===== config.mk =====
export PLATFORM = sky130hd
export DESIGN_NAME = l2_mem_port
export DESIGN_NICKNAME = d
export VERILOG_FILES = /design/src/l2_pkg.sv /design/src/l2_mem_port.sv
export VERILOG_INCLUDE_DIRS = /design/src /design/src/src
export SDC_FILE = /design/constraint.sdc
export NUM_CORES = 1
export LEC_CHECK = 0
export BUFFER_PORTS_ARGS = -buffer_cell sky130_fd_sc_hd__buf_2
export CORE_ASPECT_RATIO = 0.9
export CORE_MARGIN = 2
export CORE_UTILIZATION = 27
export CTS_BUF_LIST = sky130_fd_sc_hd__clkbuf_16
export CTS_CLUSTER_DIAMETER = 50
export DETAILED_ROUTE_END_ITERATION = 10
export PLACE_DENSITY = 0.83
export SLEW_MARGIN = 0
export SYNTH_ARGS = -nofsm -noshare
export SYNTH_HDL_FRONTEND = slang
export SYNTH_SLANG_ARGS = --single-unit

===== constraint.sdc =====
create_clock -name clk -period 1.16 [get_ports clk]
set_clock_uncertainty 0.05 [all_clocks]
set_input_delay 0.174 -clock clk [delete_from_list [all_inputs] [get_ports clk]]
set_output_delay 0.174 -clock clk [all_outputs]
set_load 0.02 [all_outputs]

===== src/l2_consts.svh =====
`ifndef L2_CONSTS_SVH
`define L2_CONSTS_SVH

// cache geometry
`define L2_SETS     256
`define L2_WAYS     4
`define L2_TAG_W    18
`define L2_INDEX_W  8
`define L2_WAY_W    2

// lru age per way, 0 is most recent
`define L2_AGE_W    2

`endif


===== src/l2_pkg.sv =====
`default_nettype none

package l2_pkg;

`include "l2_consts.svh"

    typedef logic [`L2_TAG_W-1:0]   tag_t;
    typedef logic [`L2_INDEX_W-1:0] index_t;
    typedef logic [`L2_WAY_W-1:0]   way_t;
    typedef logic [`L2_AGE_W-1:0]   age_t;

    typedef age_t [`L2_WAYS-1:0] set_ages_t; // field w is way w

    typedef enum logic [1:0] {
        s_idle       = 2'b00,
        s_compare    = 2'b01,
        s_write_back = 2'b10,
        s_allocate   = 2'b11
    } ctrl_state_t;

endpackage

`default_nettype wire


===== src/l2_mem_port.sv =====
`timescale 1ns/1ps
`default_nettype none

module l2_mem_port (
    input  logic                 clk,
    input  logic                 nrst,
    input  l2_pkg::ctrl_state_t  state,
    input  logic                 do_hit,
    input  logic                 do_fill,
    input  logic                 lat_write,
    input  l2_pkg::tag_t         lat_tag,
    input  l2_pkg::index_t       lat_index,
    input  l2_pkg::tag_t         victim_tag,
    input  l2_pkg::way_t         hit_way,
    input  l2_pkg::way_t         victim_way,
    output logic                 ready,
    output logic                 refill,
    output logic                 update,
    output logic                 mem_read,
    output logic                 mem_write,
    output l2_pkg::index_t       mem_index,
    output l2_pkg::tag_t         mem_tag,
    output l2_pkg::way_t         way
);

    assign mem_read  = (state == l2_pkg::s_allocate);
    assign mem_write = (state == l2_pkg::s_write_back);
    assign mem_index = lat_index;
    assign mem_tag   = mem_write ? victim_tag : lat_tag; // old line out, new line in

    // pulses to L1 and the data array one cycle after the event
    always_ff @(posedge clk or negedge nrst)
    begin
        if (!nrst)
        begin
            ready  <= 1'b0;
            refill <= 1'b0;
            update <= 1'b0;
            way    <= '0;
        end
        else
        begin
            ready  <= do_hit;
            refill <= do_fill;
            update <= do_hit && lat_write;
            if (do_hit)
                way <= hit_way;
            else if (do_fill)
                way <= victim_way;
        end
    end

    // address held steady while memory is strobed
    a_mem_addr_stable: assert property (@(posedge clk) disable iff (!nrst)
        (mem_read && $past(mem_read)) || (mem_write && $past(mem_write))
            |-> $stable(mem_tag) && $stable(mem_index));

endmodule

`default_nettype wire


==> flow_summary.toml <==
[global_routing]
met1_usage_pct = 12.2
antenna_found_initial = 0
grt.busiest_layer = "met2"
overflow = 0
grt_use_total_pct = 14.2
use_met3_pct = 3.62
grt_max_degree = 16
grt_pass1_vias = 608
grt_pass1_wl_um = 2380
grt_use_met2_pct = 28.4

[critical_path]
cp.arrival_ps = 1080
crit_type = "input pin to output pin"
worstSetupEndpointType = "output pin"
cp.required_ps = 940
cp_max_fo = 15
cp-start-kind = "input pin"

[timing]
setup_viol = 18
worst_slew_pin_slew_ps = 196
period_needed_ps = 1310
max_freq_mhz = 764
rsz0062_at_grt = "yes"
slew_violations = 0
fin_crit_sh_pct = 113
maxSlewHeadroom_pct = 86.8
setup_slack_ps = -149
finalHoldViolCount = 0

[power]
leakage_nw = 0.573
p_total_mw = 1.13
vdd_ir_drop_max_mv = 0.705
power_per_cell_area_nw_per_um2 = 1120

[synth]
syn-num-nets = 97
syn_inst = 42
syn_area_um2 = 518
synth_seq_cells = 5
avgSynthCellArea_um2 = 12.3
ys_seq_area_share_pct = 24.2
yosys_warnings = 0
synth.distinct_cells = 12

[place]
placed_area_um2 = 841
dpl.hpwl_um = 1220
portBuffers = 71
place.gp.congestion = 0.633

[clock_tree]
cts_setup_buffers = 0
h-tree-depth = 1
clk_pin_slew_ps = 30
clk_latency_ps = 220
cts_num_sinks = 5
cts_buffer_depth = 2
cts_root_buf = "clkbuf_16"
cts_tree = "yes"
numCtsBuffers = 3

[run_status]
status = "complete, but fails checks"
violations = "setup timing"

[cells_and_area]
drive_gt1_share_pct = 87.3
diodes = 0
nets = 166
finalInstanceArea_um2 = 1010
area.growth.synth_to_final_pct = 95.2

[floorplanning]
floorplan.die_area_um2 = 2290
rows = 15
start_util_pct = 27.9
die_x_um = 50.2
coreArea_um2 = 1860
pin_count = 88
fp.dieH_um = 45.6

[min_path]
hp-class = "input pin to register"

[detailed_routing]
wire_per_inst_um = 11.7
vias_per_cell = 4.31
vias = 582
initialDrtViolationCount = 0
drc_errors = 0
wl_um = 1580
ant_nets = 0
first_pass_iters = 1

[flow_run]
cap_violations = 0
==> per-layer routing <==
metal	vias up	wire (um)	part of all wire, %
met1	259	489	31
met3	6	182	12
met2	43	873	55
li1	274	-	-
met5	-	0	0
met4	0	35	2.2
==> power breakdown <==
part / leakage, nW / internal, mW / switching, mW / total [mW]
clock: 0.0423 / 0.445 / 0.102 / 0.547
sequential: 0.0603 / 0.187 / 0.00450 / 0.192
combinational: 0.471 / 0.214 / 0.175 / 0.388
total: 0.573 / 0.846 / 0.281 / 1.13
==> worst paths after layout <==
kind / startpoint / end / slack, ps / cells past startpoint
max: state[0] / mem_tag[4] / -150 / 5
min reg2reg: way[1]$_DFFE_PN0P_ / way[1]$_DFFE_PN0P_ / 530 / 2
min in group asynchronous: nrst / ready$_DFF_PN0_ / 240 / 2
max reg2reg: way[0]$_DFFE_PN0P_ / way[0]$_DFFE_PN0P_ / 380 / 2
max in group asynchronous: nrst / update$_DFF_PN0_ / 690 / 2
min: do_fill / refill$_DFF_PN0_ / 60 / 1
==> layout by cell type (no fill, tap or decap) <==
master         synthesis  layout
buf_2                  0      61
mux2_4                 9      13
buf_6                  1      11
mux2_2                 9       5
dfrtp_1                5       5
clkbuf_16              0       3
mux2i_1                2       2
nand2_1                2       2
o21ai_0                2       2
nor2b_4                1       1
and2_1                 1       1
and2_2                 1       1
inv_1                  0       1
dlygate4sd3_1          0       1
buf_12                 1       1
==> layout make-up <==
class                           instances  area, um2
Multi-Input combinational cell         27        317
Fill cell                             181        847
Timing Repair Buffer                   74        459
Tap cell                               25       31.3
Sequential cell                         5        125
Clock inverter                          1       3.75
Clock buffer                            3       75.1
==> sequential cells by signal (all words and copies together) (netlist names) <==
signal and count:
way 2, refill 1, ready 1, update 1
==> cell usage after synthesis <==
cell type  instances  area (um2)
o21ai_0            2        10.0
buf_6              1        11.3
and2_2             1        7.51
nor2b_4            1        13.8
mux2_2             9         101
dfrtp_1            5         125
mux2i_1            2        20.0
buf_12             1        20.0
mux2_4             9         135
and2_1             1        6.26
buf_4              8        60.1
nand2_1            2        7.51
==> cell families (layout without fill, tap and decap cells) <==
kind of cell	count (synthesis)	after routing	synth area share (%)
AND/OR/NAND/NOR	5	5	6.76
flip-flops	5	5	24.2
buffers and inverters	10	78	17.6
multiplexers	20	20	49.5
AO/OA/AOI/OAI	2	2	1.93
==> what timing repair did <==
| item | in CTS | in global routing |
|---|---|---|
| setup endpoints to repair | 18 | 18 |
| endpoints found under the hold margin | 5 | 0 |
| gates resized for setup | 17 | 6 |
| pin swaps | 0 | 0 |
| hold buffers | 1 | 0 |
==> worst max-delay path, cell delays in order <==
cell	delay, ps
buf_6	100
nor2b_4	140
buf_12	170
mux2_2	340
buf_2	160
==> metrics by stage <==
stage | utilization [%] | worst slack [ps] | hold WS, ps | TNS, ps | cells
2_1_floorplan | - | 19.7 | -172 | 0 | 42
3_3_place_gp | 45.3 | -136 | -62.3 | -2040 | 130
3_5_place_dp | 45.3 | -172 | -60.7 | -2360 | 130
4_1_cts | 53.4 | -161 | 63.3 | -1910 | 135
5_1_grt | 54.4 | -188 | 68.8 | -2450 | 135
6_report | 54.4 | -149 | 64.7 | -1750 | 135
(Power assumes the default switching activity.)
