File: src/l2_consts.svh
`ifndef L2_CONSTS_SVH
`define L2_CONSTS_SVH

// cache geometry
`define L2_SETS     256
`define L2_WAYS     4
`define L2_TAG_W    18
`define L2_INDEX_W  8
`define L2_WAY_W    2

// lru age per way, 0 is most recent
`define L2_AGE_W    2

`endif

File: src/l2_pkg.sv
`default_nettype none

package l2_pkg;

`include "l2_consts.svh"

    typedef logic [`L2_TAG_W-1:0]   tag_t;
    typedef logic [`L2_INDEX_W-1:0] index_t;
    typedef logic [`L2_WAY_W-1:0]   way_t;
    typedef logic [`L2_AGE_W-1:0]   age_t;

    typedef age_t [`L2_WAYS-1:0] set_ages_t; // field w is way w

    typedef enum logic [1:0] {
        s_idle       = 2'b00,
        s_compare    = 2'b01,
        s_write_back = 2'b10,
        s_allocate   = 2'b11
    } ctrl_state_t;

endpackage

`default_nettype wire

File: src/l2_ctrl_fsm.sv
`timescale 1ns/1ps
`default_nettype none

module l2_ctrl_fsm (
    input  logic                 clk,
    input  logic                 nrst,
    input  logic                 read_req,
    input  logic                 write_req,
    input  logic                 flush,
    input  logic                 mem_ready,
    input  logic                 hit,
    input  logic                 victim_dirty,
    output l2_pkg::ctrl_state_t  state,
    output logic                 accept,
    output logic                 do_hit,
    output logic                 do_fill,
    output logic                 do_wb_done
);

    l2_pkg::ctrl_state_t next_state;

    // a flush cycle never starts a lookup
    assign accept     = (state == l2_pkg::s_idle) && (read_req || write_req) && !flush;
    assign do_hit     = (state == l2_pkg::s_compare) && hit;
    assign do_fill    = (state == l2_pkg::s_allocate) && mem_ready;
    assign do_wb_done = (state == l2_pkg::s_write_back) && mem_ready;

    always_comb
    begin
        next_state = state;
        case (state)
            l2_pkg::s_idle:
                if (accept)
                    next_state = l2_pkg::s_compare;
            l2_pkg::s_compare:
                if (hit)
                    next_state = l2_pkg::s_idle;
                else if (victim_dirty)
                    next_state = l2_pkg::s_write_back;
                else
                    next_state = l2_pkg::s_allocate;
            l2_pkg::s_write_back:
                if (mem_ready)
                    next_state = l2_pkg::s_allocate;
            l2_pkg::s_allocate:
                if (mem_ready)
                    next_state = l2_pkg::s_compare; // recheck, hits on the new line
            default:
                next_state = l2_pkg::s_idle;
        endcase
    end

    always_ff @(posedge clk or negedge nrst)
    begin
        if (!nrst)
            state <= l2_pkg::s_idle;
        else
            state <= next_state;
    end

    // valid bits in the tag store may only be wiped between requests
    a_flush_idle: assert property (@(posedge clk) disable iff (!nrst)
        flush |-> (state == l2_pkg::s_idle) && !read_req && !write_req);

endmodule

`default_nettype wire

File: config.mk
export PLATFORM = sky130hd
export DESIGN_NAME = l2_ctrl_fsm
export DESIGN_NICKNAME = d
export VERILOG_FILES = /design/src/l2_pkg.sv /design/src/l2_ctrl_fsm.sv
export VERILOG_INCLUDE_DIRS = /design/src /design/src/src
export SDC_FILE = /design/constraint.sdc
export NUM_CORES = 1
export LEC_CHECK = 0
export BUFFER_PORTS_ARGS = -buffer_cell sky130_fd_sc_hd__buf_2
export CORE_AREA = 2 2 39 41
export CTS_CLUSTER_SIZE = 24
export DETAILED_ROUTE_END_ITERATION = 12
export DIE_AREA = 0 0 41 43
export HOLD_SLACK_MARGIN = 0.03
export SKIP_LAST_GASP = 1
export SYNTH_ARGS = -nofsm -noshare
export SYNTH_HDL_FRONTEND = slang
export SYNTH_SLANG_ARGS = --single-unit
File: constraint.sdc
create_clock -name clk -period 1.7 [get_ports clk]
set_input_delay 0.085 -clock clk [delete_from_list [all_inputs] [get_ports clk]]
set_output_delay 0.085 -clock clk [all_outputs]
set_load 0.005 [all_outputs]
==> results.py <==
metrics = {
    "run_status": {
        "outcome": "completed",
    },
    "floorplanning": {
        "die_area_sq_um": 1763,
        "ios": 14,
        "rows": 14,
        "die_h_um": 43,
        "start_util_pct": 15.91,
        "core_area_sq_um": 1384,
        "die_width_um": 41,
    },
    "final_layout": {
        "diodes": 0,
        "largest_registers": "state (2)",
        "drive_above_1_share_pct": 45.00,
        "final_util_pct": 24.41,
        "area_growth_syn_to_layout_pct": 53.41,
        "finalInstanceArea_sq_um": 337.8,
        "largest_register_ffs": 2,
        "largest_register": "state",
        "fin_nets": 54,
    },
    "global_route": {
        "grt_use_total_pct": 6.426,
        "grt_max_degree": 5,
        "grt_pass1_wl_um": 759,
        "grt_pass1_vias": 186,
        "grt_overflow_total": 0,
        "grt_antenna_before_repair": 0,
    },
    "hold_path": {
        "hold_class": "in2async",
    },
    "worst_setup_path": {
        "crit_chain": "inv_1 > ha_1 > or2b_1 > a21oi_1 > mux2i_1",
        "ff2ff_setup_slack_ps": 360,
        "rr_endpoint": "state[0]",
        "cp.arrival_ps": 1430,
        "critical_path.endpoint": "state[0]",
        "crit_required_ps": 1790,
        "path_depth": 5,
        "cp-startpoint": "state[0]",
        "cp_slowest_stage_delay_ps": 390,
        "path_class": "reg2reg",
        "crit_slowest_cell": "dfrtp_1",
        "r2r_start": "state[0]",
        "path_buf_inv": 1,
        "cp-start-kind": "flip-flop",
        "crit_fanout": 4,
        "crit_family": "flip-flops",
        "ff2ff_path_depth": 5,
        "crit_path_end_kind": "flip-flop",
    },
    "timing": {
        "grt_setup_unrepaired": "false",
        "setup_viol": 0,
        "fmax_mhz": 745.2,
        "period_share_pct": 78.93,
        "tns_ps": 0,
        "hold_slack_ps": 183.0,
        "finClkSkew_ps": 0.6262,
        "slew_headroom_pct": 90.95,
        "hold_viol_final": 0,
        "tightest_slew_ps": 132.0,
        "final_max_slew_viol_count": 0,
        "layout_min_cycle_time_ps": 1342,
        "fin_ws_ps": 358.1,
    },
    "placed_design": {
        "place_area_sq_um": 305.3,
        "dp_slack_ps": 341.5,
        "portBuffers": 13,
        "gp_congestion": 0.6537,
        "hpwlAfterDp_um": 354.8,
    },
    "synth": {
        "synth.largest_area_cell": "dfrtp_1",
        "ys_ff_latch": 2,
        "synth_top_area_share_pct": 22.73,
        "synth_cell_types": 12,
        "syn_inst": 23,
        "synth-edff-count": 0,
        "ys_seq_area_share_pct": 22.73,
        "netlist_area_sq_um": 220.2,
        "yosys-top-cells-count": "4 x ha_1, 4 x inv_1, 3 x and2_1",
        "syn_area_per_cell_sq_um": 9.574,
        "ys.flop_type": "dfrtp_1",
        "yosysWarnings": 0,
        "syn_nets": 35,
        "synth_area_leaders": "dfrtp_1 23%, ha_1 23%, mux2i_1 9.1%",
        "async_reset_ff_share_pct": 100.0,
    },
    "routing": {
        "dr.pass1.iters": 2,
        "detail_route.iter0.violations": 1,
        "ant_nets": 0,
        "drt-total-wl_um": 414,
        "num_vias": 200,
        "viasPerCell": 3.571,
        "wl_per_cell_um": 7.393,
        "route.detailed.drc": 0,
    },
    "clock_network": {
        "clk_pin_slew_ps": 30,
        "cts_tree": "done",
        "h-tree-depth": 1,
        "cts-root-buf": "clkbuf_4",
        "clockBufferDepth": 2,
        "clk_latency_ps": 220,
        "clock_sinks": 2,
        "cts_setup_buffers": 0,
        "cts_buffers": 3,
    },
    "power": {
        "ir_worst_vdd_v": 0.0003144,
        "leakagePower_nw": 0.1975,
        "p_per_area_nw_per_um2": 1268,
    },
    "job": {
        "drv_cap": 0,
    },
}
==> worst min path at each step <==
| stage | slack [ps] | start | endpoint |
|---|---|---|---|
| detailed placement | -130 | nrst | state[0] |
| CTS | 180 | nrst | state[1] |
| global route | 170 | nrst | state[0] |
| global placement | -130 | nrst | state[0] |
| floorplan | -210 | nrst | state[0] |
| finish | 180 | nrst | state[0] |
==> cell usage in the layout (no fill, tap or decap) <==
master / count
a2bb2oi_2: 1
nor2_1: 2
o21ai_0: 1
and2_1: 3
or2b_1: 1
buf_2: 13
a21oi_1: 1
and2b_1: 1
o21bai_4: 1
dlygate4sd3_1: 1
ha_1: 4
inv_1: 4
clkbuf_4: 3
mux2i_1: 2
dfrtp_1: 2
==> metal layers <==
| layer | part of all wire, % | vias to the layer above | GRT usage, % |
|---|---|---|---|
| met5 | 0 | - | 0 |
| met4 | 0 | 0 | 4.000 |
| met3 | 8.2 | 0 | 3.141 |
| met2 | 46 | 8 | 7.187 |
| met1 | 45 | 84 | 9.325 |
| li1 | - | 108 | - |
==> layout make-up <==
| type | instances | area [sq um] |
|---|---|---|
| clock buffers | 3 | 22.52 |
| fillers | 162 | 1046 |
| inverters | 4 | 15.01 |
| multi-input cells | 17 | 155.1 |
| flip-flops and latches | 2 | 50.05 |
| well taps | 16 | 20.02 |
| repair buffers | 14 | 75.07 |
==> cell families (layout without fill, tap and decap cells) <==
family,Yosys count,after routing,share of synthesized area [%]
AND/OR/NAND/NOR,7,7,18.75
adder cells (fa/ha/maj),4,4,22.73
AO/OA/AOI/OAI,4,4,19.88
buffers and inverters,4,21,6.816
multiplexers,2,2,9.091
flip-flops,2,2,22.73
==> report_power, final <==
group | internal (mW) | total (mW) | switching, mW | leakage (nW)
Combinational | 0.126 | 0.238 | 0.112 | 0.159
Sequential | 0.0687 | 0.0897 | 0.0209 | 0.0247
Clock | 0.0776 | 0.100 | 0.0227 | 0.0138
Total | 0.272 | 0.428 | 0.156 | 0.197
==> stage by stage <==
stage	std cells	power [mW]
3_5_place_dp	52	0.3300
5_1_grt	56	0.4871
6_report	56	0.4284
2_1_floorplan	23	0.2529
3_3_place_gp	52	0.3270
4_1_cts	56	0.4412
==> timing repair <==
| action | in CTS | in global routing |
|---|---|---|
| hold buffers | 1 | 0 |
| hold endpoints to repair | 2 | 0 |
| resized for setup | 0 | 0 |
| endpoints found under the setup margin | 0 | 0 |
Note: power is estimated with default switching activity, not from simulation.
