[src/l2_consts.svh]
`ifndef L2_CONSTS_SVH
`define L2_CONSTS_SVH

// cache geometry
`define L2_SETS     256
`define L2_WAYS     4
`define L2_TAG_W    18
`define L2_INDEX_W  8
`define L2_WAY_W    2

// lru age per way, 0 is most recent
`define L2_AGE_W    2

`endif

[src/l2_pkg.sv]
`default_nettype none

package l2_pkg;

`include "l2_consts.svh"

    typedef logic [`L2_TAG_W-1:0]   tag_t;
    typedef logic [`L2_INDEX_W-1:0] index_t;
    typedef logic [`L2_WAY_W-1:0]   way_t;
    typedef logic [`L2_AGE_W-1:0]   age_t;

    typedef age_t [`L2_WAYS-1:0] set_ages_t; // field w is way w

    typedef enum logic [1:0] {
        s_idle       = 2'b00,
        s_compare    = 2'b01,
        s_write_back = 2'b10,
        s_allocate   = 2'b11
    } ctrl_state_t;

endpackage

`default_nettype wire

[src/l2_req_latch.sv]
`timescale 1ns/1ps
`default_nettype none

module l2_req_latch (
    input  logic            clk,
    input  logic            nrst,
    input  logic            accept,
    input  l2_pkg::tag_t    req_tag,
    input  l2_pkg::index_t  req_index,
    input  logic            write_req,
    output l2_pkg::tag_t    lat_tag,
    output l2_pkg::index_t  lat_index,
    output logic            lat_write
);

    // address of the request in flight
    always_ff @(posedge clk)
    begin
        if (accept)
        begin
            lat_tag   <= req_tag;
            lat_index <= req_index;
        end
    end

    always_ff @(posedge clk or negedge nrst)
    begin
        if (!nrst)
            lat_write <= 1'b0;
        else if (accept)
            lat_write <= write_req; // read when low
    end

endmodule

`default_nettype wire

[config.mk]
export PLATFORM = sky130hd
export DESIGN_NAME = l2_req_latch
export DESIGN_NICKNAME = d
export VERILOG_FILES = /design/src/l2_pkg.sv /design/src/l2_req_latch.sv
export VERILOG_INCLUDE_DIRS = /design/src /design/src/src
export SDC_FILE = /design/constraint.sdc
export NUM_CORES = 1
export LEC_CHECK = 0
export BUFFER_PORTS_ARGS = -buffer_cell sky130_fd_sc_hd__buf_2
export CAP_MARGIN = 20
export CORE_UTILIZATION = 41
export CTS_BUF_LIST = sky130_fd_sc_hd__clkbuf_4 sky130_fd_sc_hd__clkbuf_8
export DETAILED_ROUTE_END_ITERATION = 6
export PLACE_DENSITY = 0.8
export SLEW_MARGIN = 20
export SYNTH_ARGS = -nofsm -noshare
export SYNTH_HDL_FRONTEND = slang
export SYNTH_SLANG_ARGS = --single-unit
[constraint.sdc]
create_clock -name clk -period 0.8 [get_ports clk]
set_input_delay 0.04 -clock clk [delete_from_list [all_inputs] [get_ports clk]]
set_output_delay 0.04 -clock clk [all_outputs]
set_load 0.02 [all_outputs]
==> results of run 1 <==
==> final cells by class <==
cell class	count	area (µm²)
Multi-Input combinational cell	1	15.0
Sequential cell	27	807
Timing Repair Buffer	85	724
Clock buffer	4	30.0
Tap cell	25	31.3
Fill cell	78	194
==> repair_timing <==
action / 4_1_cts / 5_1_grt
resized for setup: 4 / 42
setup endpoints to repair: 27 / 28
hold buffers: 28 / 0
endpoints found under the hold margin: 28 / 0
==> per-layer routing <==
| metal | GRT usage, % | wire length [µm] | part of all wire [%] |
|---|---|---|---|
| met5 | 0 | 0 | 0 |
| met3 | 7.31 | 171 | 7.9 |
| met2 | 35.0 | 1290 | 60 |
| met1 | 16.4 | 691 | 32 |
| met4 | 6.86 | 0 | 0 |
==> through the flow <==
stage | cell area (µm²) | power, µW | worst slack [ns] | hold WS, ns
floorplan | 822 | 1890 | -0.0222 | -0.256
global placement | 1150 | 2090 | 0.0404 | -0.185
global route | 1610 | 2990 | -0.156 | 0.00416
detailed placement | 1150 | 2090 | 0.0394 | -0.182
finish | 1610 | 2890 | -0.119 | 0.0373
CTS | 1480 | 2760 | -0.124 | 0.00702
==> power by group <==
part | internal [µW] | total [µW] | leakage, µW | switching, µW
Sequential | 1680 | 1730 | 0.000265 | 50.1
Clock | 228 | 574 | 0.0000184 | 345
Combinational | 332 | 586 | 0.000404 | 254
Total | 2240 | 2890 | 0.000687 | 650
==> worst min-delay path by stage <==
stage	endpoint	from	slack [ns]
2_1_floorplan	lat_write$_DFFE_PN0P_	nrst	-0.26
3_3_place_gp	lat_write$_DFFE_PN0P_	nrst	-0.19
3_5_place_dp	lat_write$_DFFE_PN0P_	nrst	-0.18
4_1_cts	lat_write$_DFFE_PN0P_	nrst	0.007
5_1_grt	lat_write$_DFFE_PN0P_	nrst	0.004
6_report	lat_write$_DFFE_PN0P_	nrst	0.04
==> flip-flops by register name, indices dropped and copies added (netlist names) <==
signal     count
lat_index      8
lat_tag       18
lat_write      1
==> cell usage in the layout (no fill, tap or decap), drive strengths merged <==
cell | synthesis | final
mux2 | 1 | 1
clkbuf | 0 | 4
buf | 0 | 57
edfxtp | 26 | 26
dlygate4sd3 | 0 | 28
dfrtp | 1 | 1
==> logic make-up after synthesis <==
group         share of synthesized area, %
flip-flops                            98.2
multiplexers                          1.83
==> Implementation_results.wiki, run 1 <==
{| class="wikitable"
! Metric !! Value
|-
| Outcome || finished with violations
|-
| Failing checks || negative setup slack
|-
| Count of H-tree levels built during CTS || 1
|-
| Per-cell routed wire length || 15.2 µm
|-
| DRC violations left || 0
|-
| Unique cell type count in the Yosys netlist || 3
|-
| Die outline width || 46.7 µm
|-
| Area inside the core boundary || 1800 µm²
|-
| Overflow left after global routing || 0
|-
| Leading post-synthesis cells by cell area || sky130_fd_sc_hd__edfxtp_1, sky130_fd_sc_hd__dfrtp_1, sky130_fd_sc_hd__mux2_4
|-
| Beginning of the worst register-to-register path || lat_write$_DFFE_PN0P_
|-
| Dominant register cell in the synthesized netlist || sky130_fd_sc_hd__edfxtp_1
|-
| Max transition margin || 89.6%
|-
| Final max-slew violation count || 0
|-
| Maximum number of buffers from clock root to sink || 2
|-
| Critical path arrival || 0.88 ns
|-
| Launching element of the worst setup path || lat_index[2]$_DFFE_PP_
|-
| Worst-Margin Slew || 0.156 ns
|-
| Setup violation total in the final timing report || 28
|-
| Cell-by-cell trace of the critical path || buf_6
|-
| Nets || 148
|-
| Clock root buffer || sky130_fd_sc_hd__clkbuf_4
|-
| Clock sink count || 27
|-
| Cell family contributing the most delay on the critical path || flip-flops
|-
| Maximum resistive drop on vdd || 0.00134 V
|-
| Worst setup path class || flip-flop to output port
|-
| Worst setup SP type || flip-flop
|-
| Number of synthesized flops with an enable pin || 26
|-
| Post-Route WL || 2160 µm
|-
| Final std cells w/o fill || 142
|-
| F_max || 1090 MHz
|-
| Post-route setup TNS || -2.60 ns
|-
| Required time of the critical path || 0.76 ns
|-
| Setup repair after global routing missed its margin || true
|-
| Number of I/O port buffers || 56
|-
| Number of antenna violations at the first check in global routing || 0
|-
| Via count of the first global-routing pass || 589
|-
| Most instantiated cells after synthesis || sky130_fd_sc_hd__edfxtp_1, sky130_fd_sc_hd__dfrtp_1, sky130_fd_sc_hd__mux2_4
|-
| Die area || 2180 µm²
|-
| Fraction of synthesized cell area taken by the top area cell type || 95.1%
|-
| Starting density of the core || 45.6%
|-
| Die height || 46.7 µm
|-
| Post-route fraction of the period consumed by the critical path || 115%
|-
| Post-Route Utilization || 89.2%
|-
| Proportion of synthesized chip area in sequential cells || 98.2%
|-
| Total instance count after detailed placement || 110
|-
| Depth of the worst register-to-register path || 1
|-
| Post-DR vias/cell || 4.34
|-
| Post-route clock skew || 0 ns
|-
| Count of routing violations after the opening detailed-route iteration || 10
|-
| Total nets after synthesis || 58
|-
| Yosys top cell by area || sky130_fd_sc_hd__edfxtp_1
|-
| Number of synthesized register bits || 27
|-
| Number of warnings issued by yosys || 0
|-
| Clock slew seen by the registers of the worst setup and hold paths || 0.13 ns
|-
| Max Cap Viol || 0
|-
| CP endpoint kind || output port
|-
| Endpoint of the lowest-slack register-to-register path || lat_write$_DFFE_PN0P_
|-
| Endpoint of the most critical setup path || lat_index[2]
|-
| Crit-path slowest cell || sky130_fd_sc_hd__edfxtp_1
|-
| Worst setup slack for register-to-register paths || 0 ns
|-
| Critical-path maximum fanout || 1
|-
| Antenna Diode Count || 0
|-
| Leakage power || 0.000687 µW
|-
| GPL Wtd Cong || 0.729
|-
| Wire length of the first global-routing pass || 2550 µm
|-
| Worst path depth || 1
|-
| Cell area after synthesis || 821 µm²
|-
| Number of nets with antenna violations after routing || 0
|-
| Post-route worst setup slack || -0.119 ns
|-
| Total number of vias || 616
|-
| Slowest stage delay, CP || 0.42 ns
|-
| DR pass1 iterations || 4
|-
| Final min period || 0.919 ns
|-
| Largest net degree at the start of global routing || 24
|-
| Share of synthesized registers carrying an async set or reset || 3.70%
|-
| Number of buffers inserted to repair setup after CTS || 0
|-
| Total count of hold-check failures in the final report || 0
|-
| Global Route Usage Sum || 18.1%
|-
| Average instance area after synthesis || 29.3 µm²
|-
| Clock buffers created by TritonCTS || 3
|-
| Fraction of layout cells with a size suffix above 1 || 53.8%
|-
| Num rows || 15
|-
| Boundary Pins || 57
|-
| Synthesized netlist cell count || 28
|-
| Buffer and inverter count on the worst path || 1
|-
| Clk_lat worst skew || 0.30 ns
|-
| Power density relative to cell area || 1790 nW/µm²
|-
| Post-synthesis to final-layout area growth || 95.9%
|-
| CTS tree || built
|-
| Hold crit path type || input pin to asynchronous set/reset pin
|-
| Most frequent cell after synthesis || sky130_fd_sc_hd__edfxtp_1
|}
Power figures use the tool's default switching activity.
==> run 2, diff against run 1 <==
--- a/config.mk
+++ b/config.mk
@@ -12,6 +12,7 @@
 export CTS_BUF_LIST = sky130_fd_sc_hd__clkbuf_4 sky130_fd_sc_hd__clkbuf_8
 export DETAILED_ROUTE_END_ITERATION = 6
 export PLACE_DENSITY = 0.8
+export REMOVE_ABC_BUFFERS = 1
 export SLEW_MARGIN = 20
 export SYNTH_ARGS = -nofsm -noshare
 export SYNTH_HDL_FRONTEND = slang
==> Implementation_results.wiki, run 2 (synthesized netlist as in run 1, its figures left out) <==
{| class="wikitable"
! Metric !! Value
|-
| Outcome || finished with violations
|-
| Failing checks || negative setup slack
|-
| Critical-path maximum fanout || 1
|-
| Leakage power || 0.000697 µW
|-
| Slowest stage delay, CP || 0.43 ns
|-
| Max transition margin || 90.4%
|-
| Boundary Pins || 57
|-
| Crit-path slowest cell || sky130_fd_sc_hd__edfxtp_1
|-
| Share of power burned in registers || 59.7%
|-
| Number of I/O port buffers || 56
|-
| Clk pwr share || 19.8%
|-
| Total count of hold-check failures in the final report || 0
|-
| Largest regs || lat_tag (18), lat_index (8), lat_write (1)
|-
| Count of routing violations after the opening detailed-route iteration || 1
|-
| Post-route fraction of the period consumed by the critical path || 115%
|-
| Maximum number of buffers from clock root to sink || 2
|-
| DR pass1 iterations || 3
|-
| Overflow left after global routing || 0
|-
| Max Cap Viol || 0
|-
| Final std cells w/o fill || 143
|-
| Critical path arrival || 0.88 ns
|-
| Cell family contributing the most delay on the critical path || flip-flops
|-
| Total instance count after detailed placement || 111
|-
| Switching component of the power || 641 µW
|-
| CP endpoint kind || output port
|-
| Starting density of the core || 45.6%
|-
| Total number of vias || 606
|-
| Clock root buffer || sky130_fd_sc_hd__clkbuf_4
|-
| Placed inst area || 1170 µm²
|-
| Worst setup SP type || flip-flop
|-
| Die area || 2180 µm²
|-
| Die outline width || 46.7 µm
|-
| Fraction of layout cells with a size suffix above 1 || 53.4%
|-
| Per-cell routed wire length || 14.1 µm
|-
| Clock buffers created by TritonCTS || 3
|-
| Setup repair after global routing missed its margin || true
|-
| Global Route Usage Sum || 17.5%
|-
| Largest register FFs || 18
|-
| Post-route worst setup slack || -0.116 ns
|-
| Most common cell after layout, fill and taps aside || sky130_fd_sc_hd__buf_2
|-
| Nets || 149
|-
| Num rows || 15
|-
| Post-DR vias/cell || 4.24
|-
| CTS tree || built
|-
| Post-synthesis to final-layout area growth || 98.2%
|-
| Number of buffers inserted to repair setup after CTS || 0
|-
| Fillcell total || 72
|-
| F_max || 1090 MHz
|-
| Largest net degree at the start of global routing || 15
|-
| Power density relative to cell area || 1770 nW/µm²
|-
| Biggest register || lat_tag
|-
| Maximum resistive drop on vdd || 0.00158 V
|-
| Wire length of the first global-routing pass || 2460 µm
|-
| Post-route clock skew || 0 ns
|-
| Final min period || 0.916 ns
|-
| Cell-by-cell trace of the critical path || buf_6
|-
| Number of antenna violations at the first check in global routing || 0
|-
| Number of nets with antenna violations after routing || 0
|-
| Clk_lat worst skew || 0.30 ns
|-
| Via count of the first global-routing pass || 574
|-
| Post-Route WL || 2010 µm
|-
| Post-route cell area || 1630 µm²
|-
| Buffer and inverter count on the worst path || 1
|-
| Combinational share of power || 20.5%
|-
| P_int || 2240 µW
|-
| Most used cells in the layout excluding fill and tap cells || sky130_fd_sc_hd__buf_2, sky130_fd_sc_hd__dlygate4sd3_1, sky130_fd_sc_hd__edfxtp_1, sky130_fd_sc_hd__buf_6, sky130_fd_sc_hd__clkbuf_4
|-
| Setup violation total in the final timing report || 27
|-
| Final max-slew violation count || 0
|-
| Count of H-tree levels built during CTS || 1
|-
| Pre-CTS WS || 0.0611 ns
|-
| Worst setup path class || flip-flop to output port
|-
| DRC violations left || 0
|-
| GPL Wtd Cong || 0.682
|-
| Die height || 46.7 µm
|-
| Hold crit path type || input pin to asynchronous set/reset pin
|-
| Clock slew seen by the registers of the worst setup and hold paths || 0.13 ns
|-
| Antenna Diode Count || 0
|-
| Clock sink count || 27
|-
| Switching share of power || 22.2%
|-
| Worst-Margin Slew || 0.145 ns
|-
| Area inside the core boundary || 1800 µm²
|-
| Required time of the critical path || 0.76 ns
|}
[run 2: final cells by class]
class | instances | area, µm² | area share, %
clock buffer | 4 | 30.0 | 1.85
multi-input combinational | 1 | 15.0 | 0.923
sequential | 27 | 806 | 49.5
tap | 25 | 31.3 | 1.92
timing repair buffer | 86 | 744 | 45.8
[run 2: per-layer routing]
layer | vias up | track usage [%] | part of all wire (%)
met1 | 278 | 18.4 | 34
met4 | 0 | 5.14 | 0.45
met5 | - | 0 | 0
met3 | 2 | 7.31 | 9.1
met2 | 35 | 31.9 | 57
li1 | 291 | - | -
[run 2: what timing repair did]
item                       4_1_cts  5_1_grt
setup endpoints to repair       27       27
resized for setup               12       34
hold buffers                    28        0
hold endpoints to repair        28        0
[run 2: stage by stage]
stage / hold slack, ns / TNS, ns / util (%) / total power (µW)
detailed placement: -0.183 / 0 / 65.1 / 2100
finish: 0.0242 / -2.44 / 90.3 / 2880
floorplan: -0.256 / -0.0347 / - / 1890
CTS: 0.00511 / -2.51 / 84.4 / 2790
global placement: -0.185 / 0 / 65.1 / 2090
global route: 0.0316 / -3.57 / 90.3 / 3000
[run 2: path summary, 6_finish.rpt]
check                                            from                    end  cells after the start  slack [ns]
min in group clk                               accept  lat_write$_DFFE_PN0P_                      2        0.09
worst max register to register  lat_write$_DFFE_PN0P_  lat_write$_DFFE_PN0P_                      1        0.02
worst max-delay path             lat_tag[4]$_DFFE_PP_             lat_tag[4]                      1       -0.12
max in group asynchronous                        nrst  lat_write$_DFFE_PN0P_                      2        0.70
worst min register to register  lat_write$_DFFE_PN0P_  lat_write$_DFFE_PN0P_                      1        0.56
worst min-delay path                             nrst  lat_write$_DFFE_PN0P_                      2        0.02
[run 2: power groups by stage]
stage	combinational [µW]	clock (µW)	sequential (µW)
6_report	590	573	1720
5_1_grt	622	640	1730
4_1_cts	504	586	1700
3_5_place_dp	372	0	1730
3_3_place_gp	368	0	1720
2_1_floorplan	8.31	0	1880
==> run 3, diff against run 2 <==
--- a/config.mk
+++ b/config.mk
@@ -6,12 +6,10 @@
 export SDC_FILE = /design/constraint.sdc
 export NUM_CORES = 1
 export LEC_CHECK = 0
-export BUFFER_PORTS_ARGS = -buffer_cell sky130_fd_sc_hd__buf_2
 export CAP_MARGIN = 20
-export CORE_UTILIZATION = 41
-export CTS_BUF_LIST = sky130_fd_sc_hd__clkbuf_4 sky130_fd_sc_hd__clkbuf_8
+export CORE_UTILIZATION = 45
 export DETAILED_ROUTE_END_ITERATION = 6
-export PLACE_DENSITY = 0.8
+export DONT_BUFFER_PORTS = 1
 export REMOVE_ABC_BUFFERS = 1
 export SLEW_MARGIN = 20
 export SYNTH_ARGS = -nofsm -noshare
==> constraint.sdc (replaced) <==
create_clock -name clk -period 1 [get_ports clk]
set_input_delay 0.05 -clock clk [delete_from_list [all_inputs] [get_ports clk]]
set_output_delay 0.05 -clock clk [all_outputs]
set_load 0.02 [all_outputs]
==> Implementation_results.wiki, run 3 (synthesized netlist as in run 1, its figures left out) <==
{| class="wikitable"
! Metric !! Value
|-
| Outcome || finished with violations
|-
| Failing checks || negative hold slack
|-
| Worst-case hold path end point || lat_tag[0]$_DFFE_PP_
|-
| Setup violation total in the final timing report || 0
|-
| Clock slew seen by the registers of the worst setup and hold paths || 0.13 ns
|-
| Biggest register || lat_tag
|-
| Combinational share of power || 5.5%
|-
| Boundary Pins || 57
|-
| Largest register FFs || 18
|-
| Final min period || 0.944 ns
|-
| DRC violations left || 0
|-
| Post-route fraction of the period consumed by the critical path || 94.4%
|-
| Cell-by-cell trace of the critical path || buf_4
|-
| Critical-path maximum fanout || 2
|-
| Number of buffers inserted to repair setup after CTS || 0
|-
| Count of routing violations after the opening detailed-route iteration || 6
|-
| P_int || 1590 µW
|-
| Number of I/O port buffers || 0
|-
| Required time of the critical path || 0.95 ns
|-
| Switching share of power || 22.2%
|-
| Max transition margin || 84.5%
|-
| Wire length of the first global-routing pass || 1980 µm
|-
| Beginning of the worst register-to-register path || lat_write$_DFFE_PN0P_
|-
| Post-Route WL || 1450 µm
|-
| # resized after CTS || 0
|-
| Via count of the first global-routing pass || 398
|-
| Worst setup slack for register-to-register paths || 0.21 ns
|-
| F_max || 1060 MHz
|-
| Maximum resistive drop on vdd || 0.000970 V
|-
| Slowest stage delay, CP || 0.42 ns
|-
| Most used cells in the layout excluding fill and tap cells || sky130_fd_sc_hd__dlygate4sd3_1, sky130_fd_sc_hd__edfxtp_1, sky130_fd_sc_hd__clkbuf_4
|-
| Number of hold buffers added after cts || 29
|-
| GPL Wtd Cong || 0.552
|-
| Launching element of the worst setup path || lat_write$_DFFE_PN0P_
|-
| Post-route setup TNS || 0 ns
|-
| Leakage power || 0.000415 µW
|-
| Fraction of layout cells with a size suffix above 1 || 8.06%
|-
| Setup repair after global routing missed its margin || false
|-
| Clock sink count || 27
|-
| Per-cell routed wire length || 16.7 µm
|-
| DR pass1 iterations || 4
|-
| Worst-Margin Slew || 0.233 ns
|-
| Clock buffers created by TritonCTS || 3
|-
| Worst setup path class || flip-flop to output port
|-
| Share of power burned in registers || 72.8%
|-
| Final max-slew violation count || 0
|-
| CTS tree || built
|-
| Post-synthesis to final-layout area growth || 43.3%
|-
| Clk pwr share || 21.7%
|-
| Maximum number of buffers from clock root to sink || 2
|-
| Crit-path slowest cell || sky130_fd_sc_hd__dfrtp_1
|-
| Nets || 93
|-
| Total count of hold-check failures in the final report || 27
|-
| Power density relative to cell area || 1740 nW/µm²
|-
| Max Cap Viol || 0
|-
| Switching component of the power || 454 µW
|-
| Worst setup SP type || flip-flop
|-
| Post-route worst setup slack || 0.0563 ns
|-
| Overall power || 2040 µW
|-
| Num rows || 15
|-
| Count of H-tree levels built during CTS || 1
|-
| Die outline width || 44.7 µm
|-
| Number of antenna violations at the first check in global routing || 0
|-
| Minimum hold slack || -0.162 ns
|-
| Post-DR vias/cell || 4.61
|-
| Hold crit path type || input pin to flip-flop
|-
| Min-Delay Path Depth || 0
|-
| Largest net degree at the start of global routing || 28
|-
| Hold Crit Start || accept
|-
| Clk_lat worst skew || 0.31 ns
|-
| Die height || 44.7 µm
|-
| Antenna Diode Count || 0
|-
| Depth of the worst register-to-register path || 1
|-
| Most common cell after layout, fill and taps aside || sky130_fd_sc_hd__dlygate4sd3_1
|-
| Endpoint of the lowest-slack register-to-register path || lat_write$_DFFE_PN0P_
|-
| Global Route Usage Sum || 16.2%
|-
| Number of nets with antenna violations after routing || 0
|-
| Starting density of the core || 47.5%
|-
| Pre-CTS WS || 0.249 ns
|-
| CP endpoint kind || output port
|-
| Overflow left after global routing || 0
|-
| Buffer and inverter count on the worst path || 1
|-
| Post-route clock skew || 0 ns
|-
| Area inside the core boundary || 1730 µm²
|-
| Cell family contributing the most delay on the critical path || flip-flops
|-
| Total number of vias || 401
|-
| Critical path arrival || 0.89 ns
|-
| Die area || 2000 µm²
|-
| Clock root buffer || sky130_fd_sc_hd__clkbuf_4
|-
| Largest regs || lat_tag (18), lat_index (8), lat_write (1)
|}
==> run 3: cell count changes in the layout (fill, tap and decap cells not counted), sizes merged <==
| cell | previous run | this run |
|---|---|---|
| buf | 58 | 1 |
| dlygate4sd3 | 28 | 29 |
==> run 3: layout make-up <==
cell class              instances  area [µm²]
fillers                       130         551
well taps                      25        31.3
clock buffers                   4        26.3
multi-input cells               1        15.0
repair buffers                 30         298
flip-flops and latches         27         806
==> run 3: metal layers <==
metal	part of all wire, %	global-route usage (%)
met1	28	13.1
met2	64	32.4
met3	7.2	4.40
met4	0.62	10.9
met5	0	0
==> run 3: worst max path at each step <==
stage,endpoint,depth (start not counted)
3_5_place_dp,lat_write$_DFFE_PN0P_,1
5_1_grt,lat_write,1
4_1_cts,lat_write,1
6_report,lat_write,1
3_3_place_gp,lat_write$_DFFE_PN0P_,1
2_1_floorplan,lat_write$_DFFE_PN0P_,1
==> run 3: per-stage QoR <==
stage          std cells  util (%)  area, µm²
3_5_place_dp          54      49.8        860
3_3_place_gp          54      49.8        860
6_report              87      68.1       1180
4_1_cts               87      68.1       1180
2_1_floorplan         28         -        821
5_1_grt               87      68.1       1180
==> run 3: power groups by stage <==
stage          clock network, µW  registers (µW)  logic [µW]
2_1_floorplan                  0            1510        6.64
3_5_place_dp                   0            1510        18.6
3_3_place_gp                   0            1510        18.6
5_1_grt                      492            1500         119
6_report                     443            1490         111
4_1_cts                      449            1490         108
